===== src/hw/spw_tx_cfg.svh =====
// Limits and character lengths for the SpaceWire transmitter.
// Include in any file that sizes counters or loads characters.

`ifndef SPW_TX_CFG_SVH
`define SPW_TX_CFG_SVH

// Flow control limits
`define SPW_CREDIT_MAX 56
`define SPW_CREDIT_STEP 8
`define SPW_FCT_MAX 7

// Character lengths in bits, parity included
`define SPW_LEN_NULL 8
`define SPW_LEN_CTRL 4
`define SPW_LEN_DATA 10
`define SPW_LEN_TIME 14

`endif


===== src/hw/spw_char_pkg.sv =====
// Link character definitions shared by the sequencer and serializer.
// Bit patterns are stored first bit first, so bit 0 leaves the line first.

package spw_char_pkg;

	// --------------------
	// Character kinds
	// --------------------
	typedef enum logic [2:0] {
		CHAR_NULL = 3'd0,
		CHAR_FCT  = 3'd1,
		CHAR_EOP  = 3'd2,
		CHAR_EEP  = 3'd3,
		CHAR_DATA = 3'd4,
		CHAR_TIME = 3'd5
	} spw_char_kind_t;

	// Host data word; flag marks a packet end, data[0] then picks EOP or EEP
	typedef struct packed {
		logic       flag;
		logic [7:0] data;
	} spw_nchar_t;

	// One character request towards the serializer
	typedef struct packed {
		spw_char_kind_t kind;
		logic [7:0]     payload;
	} spw_char_req_t;

	// --------------------
	// Control codes
	// --------------------
	// Two payload bits after the control flag
	localparam logic [1:0] CODE_FCT = 2'b00;
	localparam logic [1:0] CODE_EOP = 2'b10;
	localparam logic [1:0] CODE_EEP = 2'b01;
	localparam logic [1:0] CODE_ESC = 2'b11;

	// ESC then FCT, both parity positions left at zero
	localparam logic [7:0] NULL_BITS = 8'b0010_1110;

endpackage


===== src/hw/spw_tx_pkg.sv =====
// Transmitter-side types: sequencer state and flow control counters.
// Counter widths follow the limits in the config header.

`include "spw_tx_cfg.svh"

package spw_tx_pkg;

	// --------------------
	// Sequencer state
	// --------------------
	// Startup sends only NULL and FCT until the first FCT goes out
	typedef enum logic {
		TX_STARTUP = 1'b0,
		TX_RUN     = 1'b1
	} spw_tx_state_t;

	// --------------------
	// Counters
	// --------------------
	// Credit in data characters the far end can accept
	typedef logic [$clog2(`SPW_CREDIT_MAX + 1) - 1:0] spw_credit_t;

	// Outstanding FCTs requested by the receiver
	typedef logic [$clog2(`SPW_FCT_MAX + 1) - 1:0] spw_fct_cnt_t;

endpackage


===== src/hw/spw_tx_flow_ctl.sv =====
// Transmit flow control: credit from received FCTs and the count of
// FCTs still owed to the far end. Both update one clock after a pulse.

`timescale 1ns/1ns
`include "spw_tx_cfg.svh"

module spw_tx_flow_ctl (
	input  logic pclk_tx,
	input  logic enable_tx,
	input  logic gotfct_tx,
	input  logic send_fct_now,
	input  logic data_sent,
	input  logic fct_sent,
	output logic credit_avail,
	output logic fct_pending
);

	import spw_tx_pkg::*;

	spw_credit_t                    credit;
	spw_fct_cnt_t                   fct_cnt;
	logic [$bits(spw_credit_t):0]   credit_next;

	// One spare bit so the add can pass the ceiling before clipping
	always_comb
	begin
		credit_next = {1'b0, credit};
		if (gotfct_tx)
			credit_next = credit_next + ($bits(credit_next))'(`SPW_CREDIT_STEP);
		if (credit_next > ($bits(credit_next))'(`SPW_CREDIT_MAX))
			credit_next = ($bits(credit_next))'(`SPW_CREDIT_MAX);
		if (data_sent && credit_next != '0)
			credit_next = credit_next - 1'b1;
	end

	always_ff @(posedge pclk_tx or negedge enable_tx)
	begin
		if (!enable_tx)
		begin
			credit  <= '0;
			fct_cnt <= '0;
		end
		else
		begin
			credit <= credit_next[$bits(spw_credit_t) - 1:0];

			// Request and completion together leave the count as it is
			if (send_fct_now && !fct_sent && fct_cnt != ($bits(fct_cnt))'(`SPW_FCT_MAX))
				fct_cnt <= fct_cnt + 1'b1;
			else if (fct_sent && !send_fct_now && fct_cnt != '0)
				fct_cnt <= fct_cnt - 1'b1;
		end
	end

	assign credit_avail = (credit != '0);
	assign fct_pending  = (fct_cnt != '0);

endmodule


===== src/hw/spw_tx_seq.sv =====
// Character sequencer. At every character boundary it picks the next
// character by priority and holds it for the serializer, one character
// ahead of the line. Also raises the consumption and completion pulses.

`timescale 1ns/1ns

module spw_tx_seq (
	input  logic                       pclk_tx,
	input  logic                       enable_tx,
	input  logic                       send_null_tx,
	input  logic                       send_fct_tx,
	input  spw_char_pkg::spw_nchar_t   tx_data_in,
	input  logic                       process_data,
	input  logic [7:0]                 tx_tcode_in,
	input  logic                       tcode_rdy_trnsp,
	input  logic                       char_last,
	input  logic                       credit_avail,
	input  logic                       fct_pending,
	output spw_char_pkg::spw_char_req_t next_char,
	output logic                       data_sent,
	output logic                       fct_sent,
	output logic                       ready_tx_data,
	output logic                       ready_tx_timecode
);

	import spw_char_pkg::*;
	import spw_tx_pkg::*;

	spw_tx_state_t state;
	spw_char_req_t choice;
	logic          fct_ok;
	logic          data_ok;
	logic          time_ok;
	logic          cur_time;
	logic          tcode_busy;
	logic          advance;

	// Boundaries only come while the line advances
	assign advance = char_last && send_null_tx;

	// --------------------
	// Priority pick
	// --------------------
	always_comb
	begin
		fct_ok  = send_fct_tx && fct_pending;
		data_ok = process_data && credit_avail;
		// Time code already queued or on the line is not picked twice
		time_ok = tcode_rdy_trnsp && !tcode_busy;

		choice.kind    = CHAR_NULL;
		choice.payload = '0;

		if (state == TX_STARTUP)
		begin
			if (fct_ok)
				choice.kind = CHAR_FCT;
		end
		else if (time_ok)
		begin
			choice.kind    = CHAR_TIME;
			choice.payload = tx_tcode_in;
		end
		else if (fct_ok)
		begin
			choice.kind = CHAR_FCT;
		end
		else if (data_ok)
		begin
			if (!tx_data_in.flag)
			begin
				choice.kind    = CHAR_DATA;
				choice.payload = tx_data_in.data;
			end
			else if (tx_data_in.data[0])
				choice.kind = CHAR_EEP;
			else
				choice.kind = CHAR_EOP;
		end
	end

	// --------------------
	// Request register and pulses
	// --------------------
	always_ff @(posedge pclk_tx or negedge enable_tx)
	begin
		if (!enable_tx)
		begin
			state             <= TX_STARTUP;
			next_char         <= '{kind: CHAR_NULL, payload: '0};
			cur_time          <= 1'b0;
			tcode_busy        <= 1'b0;
			data_sent         <= 1'b0;
			fct_sent          <= 1'b0;
			ready_tx_timecode <= 1'b0;
		end
		else
		begin
			data_sent         <= 1'b0;
			fct_sent          <= 1'b0;
			// Last bit of a time code leaves on this edge
			ready_tx_timecode <= advance && cur_time;

			if (advance && cur_time)
				tcode_busy <= 1'b0;

			if (advance)
			begin
				next_char <= choice;
				// Serializer takes the held request on this same edge
				cur_time  <= (next_char.kind == CHAR_TIME);

				case (choice.kind)
				CHAR_FCT:
				begin
					fct_sent <= 1'b1;
					state    <= TX_RUN;
				end
				CHAR_DATA, CHAR_EOP, CHAR_EEP:
				begin
					data_sent <= 1'b1;
				end
				CHAR_TIME:
				begin
					tcode_busy <= 1'b1;
				end
				default:
				begin
				end
				endcase
			end
		end
	end

	// Host word is consumed when it becomes a request
	assign ready_tx_data = data_sent;

endmodule


===== src/hw/spw_tx_char_enc.sv =====
// Character serializer. Loads a request with its parity bits filled in,
// shifts it out one bit per advancing clock and drives data/strobe so
// that exactly one of the two changes per bit.

`timescale 1ns/1ns
`include "spw_tx_cfg.svh"

module spw_tx_char_enc (
	input  logic                        pclk_tx,
	input  logic                        enable_tx,
	input  logic                        send_null_tx,
	input  spw_char_pkg::spw_char_req_t next_char,
	output logic                        char_last,
	output logic                        tx_dout_e,
	output logic                        tx_sout_e
);

	import spw_char_pkg::*;

	logic [13:0] shift_q;
	logic [3:0]  bits_left;
	logic        prev_par;
	logic [13:0] load_bits;
	logic [3:0]  load_len;
	logic        load_par;
	logic        line_bit;

	// --------------------
	// Character build
	// --------------------
	// Odd parity over parity, own flag and the previous payload:
	// a control flag gives prev_par, a data flag gives its inverse
	always_comb
	begin
		load_bits = '0;
		load_len  = 4'(`SPW_LEN_NULL);
		load_par  = 1'b0;

		case (next_char.kind)
		CHAR_FCT:
		begin
			load_bits = {10'd0, CODE_FCT, 1'b1, prev_par};
			load_len  = 4'(`SPW_LEN_CTRL);
		end
		CHAR_EOP:
		begin
			load_bits = {10'd0, CODE_EOP, 1'b1, prev_par};
			load_len  = 4'(`SPW_LEN_CTRL);
			load_par  = 1'b1;
		end
		CHAR_EEP:
		begin
			load_bits = {10'd0, CODE_EEP, 1'b1, prev_par};
			load_len  = 4'(`SPW_LEN_CTRL);
			load_par  = 1'b1;
		end
		CHAR_DATA:
		begin
			load_bits = {4'd0, next_char.payload, 1'b0, ~prev_par};
			load_len  = 4'(`SPW_LEN_DATA);
			load_par  = ^next_char.payload;
		end
		CHAR_TIME:
		begin
			// ESC payload is even, so the inner parity bit is always 1
			load_bits = {next_char.payload, 1'b0, 1'b1, CODE_ESC, 1'b1, prev_par};
			load_len  = 4'(`SPW_LEN_TIME);
			load_par  = ^next_char.payload;
		end
		default:
		begin
			// NULL; the second parity bit stays 0 behind ESC
			load_bits = {6'd0, NULL_BITS[7:1], prev_par};
		end
		endcase
	end

	// Empty only right after reset, then load without sending a bit
	assign char_last = (bits_left <= 4'd1);
	assign line_bit  = shift_q[0];

	always_ff @(posedge pclk_tx)
	begin
		if (send_null_tx)
		begin
			if (char_last)
				shift_q <= load_bits;
			else
				shift_q <= shift_q >> 1;
		end
	end

	// --------------------
	// Bit count and line
	// --------------------
	always_ff @(posedge pclk_tx or negedge enable_tx)
	begin
		if (!enable_tx)
		begin
			bits_left <= 4'd0;
			prev_par  <= 1'b0;
			tx_dout_e <= 1'b0;
			tx_sout_e <= 1'b0;
		end
		else if (send_null_tx)
		begin
			if (bits_left != 4'd0)
			begin
				tx_dout_e <= line_bit;
				// Strobe carries the edge when data repeats
				if (line_bit == tx_dout_e)
					tx_sout_e <= ~tx_sout_e;
			end

			if (char_last)
			begin
				bits_left <= load_len;
				prev_par  <= load_par;
			end
			else
				bits_left <= bits_left - 4'd1;
		end
	end

endmodule


===== src/hw/spw_tx_top.sv =====
// SpaceWire transmitter top level. Connects flow control, sequencer
// and serializer; send_null_tx advances the whole path by one bit.

`timescale 1ns/1ns

module spw_tx_top (
	input  logic                     pclk_tx,
	input  logic                     enable_tx,
	input  logic                     send_null_tx,
	input  logic                     send_fct_tx,
	input  spw_char_pkg::spw_nchar_t tx_data_in,
	input  logic                     process_data,
	input  logic                     gotfct_tx,
	input  logic                     send_fct_now,
	input  logic [7:0]               tx_tcode_in,
	input  logic                     tcode_rdy_trnsp,
	output logic                     tx_dout_e,
	output logic                     tx_sout_e,
	output logic                     ready_tx_data,
	output logic                     ready_tx_timecode,
	output logic                     fct_great_than_zero
);

	import spw_char_pkg::*;

	spw_char_req_t next_char;
	logic          char_last;
	logic          data_sent;
	logic          fct_sent;
	logic          credit_avail;
	logic          fct_pending;

	spw_tx_flow_ctl flow_ctl_i (
		.pclk_tx      (pclk_tx),
		.enable_tx    (enable_tx),
		.gotfct_tx    (gotfct_tx),
		.send_fct_now (send_fct_now),
		.data_sent    (data_sent),
		.fct_sent     (fct_sent),
		.credit_avail (credit_avail),
		.fct_pending  (fct_pending)
	);

	spw_tx_seq seq_i (
		.pclk_tx           (pclk_tx),
		.enable_tx         (enable_tx),
		.send_null_tx      (send_null_tx),
		.send_fct_tx       (send_fct_tx),
		.tx_data_in        (tx_data_in),
		.process_data      (process_data),
		.tx_tcode_in       (tx_tcode_in),
		.tcode_rdy_trnsp   (tcode_rdy_trnsp),
		.char_last         (char_last),
		.credit_avail      (credit_avail),
		.fct_pending       (fct_pending),
		.next_char         (next_char),
		.data_sent         (data_sent),
		.fct_sent          (fct_sent),
		.ready_tx_data     (ready_tx_data),
		.ready_tx_timecode (ready_tx_timecode)
	);

	spw_tx_char_enc char_enc_i (
		.pclk_tx      (pclk_tx),
		.enable_tx    (enable_tx),
		.send_null_tx (send_null_tx),
		.next_char    (next_char),
		.char_last    (char_last),
		.tx_dout_e    (tx_dout_e),
		.tx_sout_e    (tx_sout_e)
	);

	assign fct_great_than_zero = credit_avail;

endmodule


===== config.mk =====
export PLATFORM = sky130hd
export DESIGN_NAME = spw_tx_top
export DESIGN_NICKNAME = d
export VERILOG_FILES = /design/src/hw/spw_char_pkg.sv /design/src/hw/spw_tx_pkg.sv /design/src/hw/spw_tx_flow_ctl.sv /design/src/hw/spw_tx_seq.sv /design/src/hw/spw_tx_char_enc.sv /design/src/hw/spw_tx_top.sv
export VERILOG_INCLUDE_DIRS = /design/src /design/src/hw
export SDC_FILE = /design/constraint.sdc
export NUM_CORES = 1
export LEC_CHECK = 0
export BUFFER_PORTS_ARGS = -buffer_cell sky130_fd_sc_hd__buf_2
export CAP_MARGIN = 20
export CORE_UTILIZATION = 63
export DETAILED_ROUTE_END_ITERATION = 10
export PLACE_DENSITY = 0.87
export SETUP_SLACK_MARGIN = 0.15
export SYNTH_ARGS = -nofsm -noshare
export SYNTH_HDL_FRONTEND = slang
export SYNTH_SLANG_ARGS = --single-unit

===== constraint.sdc =====
create_clock -name pclk_tx -period 7.26 [get_ports pclk_tx]
set_input_delay 1.089 -clock pclk_tx [delete_from_list [all_inputs] [get_ports pclk_tx]]
set_output_delay 1.089 -clock pclk_tx [all_outputs]
set_load 0.005 [all_outputs]

==> flow_metrics.tcl <==
set metrics [dict create \
    totalWireLength_um 5379 \
    synthToLayoutAreaGrowth_pct 9.426 \
    syn_area_mm2 0.002681 \
    drive_gt1_share_pct 17.24 \
    max_stage_delay_ps 470 \
    synth_seq_cells 47 \
    globalRouteMet3Util_pct 6.250 \
    ys_warn_count 0 \
    internal_power_mw 0.7348 \
    p_clk_share_pct 15.1 \
    p_sw_share_pct 40.42 \
    hold_depth 1 \
    status "finished clean" \
    max-slew-margin-rel_pct 52.79 \
    synth_most_common_cell "dfrtp_1" \
    first_global_vias 2039 \
    clock-root-buffer "clkbuf_8" \
    synth_area_leaders "dfrtp_1, edfxtp_1, nand2_1" \
    crit_path_max_fanout 8 \
    p_total_mw 1.233 \
    syn-num-nets 302 \
    crit_top_cell "nand2_1" \
    finalHoldViolCount 0 \
    worstHoldStart "char_enc_i.tx_sout_e" \
    hold_path_class "reg2reg" \
    gp_congestion 0.8488 \
    htreeDepth 2 \
    seq_area_frac_synth_pct 46.48 \
    layout.nets 323 \
    drc 0 \
    p_sw_mw 0.4984 \
    via_per_inst 6.109 \
    ioPinCount 30 \
    combinationalPowerShare_pct 44.2 \
    avgSynthCellArea_um2 10.00 \
    r2r-start "flow_ctl_i.credit[3]" \
    num_vias 2077 \
    p_per_area_mw_per_mm2 420.3 \
    synth_edf_count 14 \
    drtPass1Iterations 4 \
    cp_data_arrival_time_ps 2890 \
    clkTransAtPathRegs_ps 90 \
    worst_pin_slew_ps 708.1 \
    grt_overflow 0 \
    critPathKind "in2reg" \
    holdWs_ps 485.0 \
    rsz0062_at_grt "no" \
    worst_ep_required_time_ps 7430 \
    skew_ps 6.037 \
    reg2reg_depth 10 \
    cts.sinks 47 \
    clock_latency_ps 300 \
    p_leak_nw 1.299 \
    wl_per_cell_um 15.82 \
    synthArstFlopShare_pct 70.21 \
    ff2ff_setup_slack_ps 4670 \
    ant_nets 0 \
    slew_viol_final 0 \
    share_seq_of_total_power_pct 40.6 \
    cap_violations 0 \
    period_share_pct 37.44 \
    r2r-end "flow_ctl_i.credit[5]" \
    fin_setup_tns_ps 0 \
    setup_viol 0 \
    grt_max_degree 34 \
    crit_path_top_delay_cell "or4b_4" \
    fill_cells 299 \
    antenna_found_initial 0 \
    die_y_um 67.24 \
    initial_utilization_pct 66.08 \
    met1_usage_pct 32.27 \
    synth.distinct_cells 54 \
    grt_pass1_wl_um 8825 \
    cts_made_buffers 5 \
    synth_common_cells "dfrtp_1, nand2_1, o21ai_0" \
    rows 23 \
    grt_use_total_pct 26.52 \
    hold_buffers 0 \
    worst_setup_path_end_kind "flip-flop" \
    netlist_instances 268 \
    min_to "char_enc_i.tx_sout_e" \
    yosys.area.top_type "dfrtp_1" \
    cp_cell_sequence "buf_2, nand2_1, nor3_1, a31oi_1, nand2_1, ha_1, or4b_4, o21ai_4, nor4_1, xor2_1" \
    grt-busiest-layer "met2" \
    hpwlAfterDp_um 3902 \
    vdd_drop_max_mv 0.2328 \
    drtIter0Drc 193 \
    grt_use_met2_pct 46.13 \
    portBuffers 29 \
    core_area_mm2 0.004058 \
    worstSetupStartpoint "gotfct_tx" \
    max_clock_freq_mhz 367.9 \
    start_kind "input port" \
    multi_input_area_mm2 0.001324 \
    synth-main-ff-cell "dfrtp_1" \
    postCtsResizedCells 0 \
    post_cts_buffers 0 \
    area.sequential_mm2 0.001246 \
    synth_top_area_share_pct 30.80 \
    cts_buffer_depth 2 \
    dieArea_mm2 0.004521 \
    die_x_um 67.24 \
    antenna_cells 0 \
    fin_crit_ps 2718 \
    cts_tree "yes" \
]
## worst max path at each step
stage | slack [ps] | end
global placement | 4350 | flow_ctl_i.credit[5]
global route | 4430 | flow_ctl_i.credit[5]
finish | 4540 | flow_ctl_i.credit[5]
detailed placement | 4250 | flow_ctl_i.credit[5]
CTS | 4580 | flow_ctl_i.credit[5]
floorplan | 4510 | flow_ctl_i.credit[5]
## flip-flops by register name, indices dropped and copies added (netlist names)
register and flops:
char_enc_i.prev_par 1, char_enc_i.bits_left 4, seq_i.next_char 11, seq_i.ready_tx_timecode 1, seq_i.tcode_busy 1, seq_i.data_sent 1
seq_i.fct_sent 1, char_enc_i.tx_sout_e 1, seq_i.cur_time 1, flow_ctl_i.credit 6, seq_i.state 1, char_enc_i.shift_q 14
char_enc_i.tx_dout_e 1, flow_ctl_i.fct_cnt 3
## stage by stage
step           std cells  worst slack (ps)  instance area (um2)  util (%)
6_report             340              4542                 2934     72.31
5_1_grt              340              4426                 2934     72.31
2_1_floorplan        268              4505                 2681         -
4_1_cts              340              4578                 2934     72.31
3_3_place_gp         332              4353                 2826     69.66
3_5_place_dp         332              4253                 2826     69.66
## cell type report
type / count / share of cell area (%)
well taps: 50 / 2.132
flip-flops and latches: 47 / 42.47
multi-input cells: 194 / 45.12
inverters: 11 / 1.407
clock buffers: 5 / 2.345
clock inverters: 3 / 1.322
repair buffers: 30 / 5.203
## power groups by stage
stage | Combinational [mW] | Clock [mW] | Sequential, mW
3_3_place_gp | 0.520 | 0 | 0.495
3_5_place_dp | 0.543 | 0 | 0.503
4_1_cts | 0.546 | 0.191 | 0.499
6_report | 0.546 | 0.187 | 0.501
5_1_grt | 0.609 | 0.202 | 0.518
2_1_floorplan | 0.465 | 0 | 0.451
## per-layer routing
layer | vias up | wire length (um)
li1 | 1014 | -
met1 | 1016 | 2382
met2 | 40 | 2748
met3 | 7 | 185
met4 | 0 | 62
met5 | - | 0
## cell families (layout without fill, tap and decap cells)
family | count (synthesis) | after routing | share of synthesized area (%)
adder cells (fa/ha/maj) | 9 | 9 | 4.480
multiplexers | 10 | 10 | 4.060
buffers and inverters | 27 | 49 | 4.153
XOR/XNOR | 14 | 14 | 4.573
AO/OA/AOI/OAI | 73 | 73 | 18.95
AND/OR/NAND/NOR | 88 | 88 | 17.31
flip-flops | 47 | 47 | 46.48
## critical path, delay by kind of cell
kind	cells	cell delay (ps)
xor+xnor	1	150
simple gates	5	960
fa+ha+maj	1	190
buf+inv	1	160
compound gates	2	320
## layout by cell type, fill, tap and decap left out, types with 2 or more instances in the layout
cell / count
o31ai_1: 3
a221o_1: 8
ha_1: 8
o22ai_1: 3
xnor2_1: 8
clkbuf_8: 5
nor2b_1: 3
nor2_1: 16
edfxtp_1: 14
inv_1: 11
buf_2: 29
o21ai_0: 20
a31oi_1: 2
and2_1: 4
and3_1: 9
or3_1: 2
nand3_1: 3
xor2_1: 6
mux2i_1: 6
a22o_1: 6
nor4_1: 3
dfrtp_1: 33
nand2_1: 28
o211ai_1: 2
mux2_2: 3
nand3b_1: 3
a311oi_1: 2
a21o_1: 3
nor3_1: 8
o21ai_1: 2
a21oi_1: 12
No activity file was read; power rests on OpenSTA's default activity.
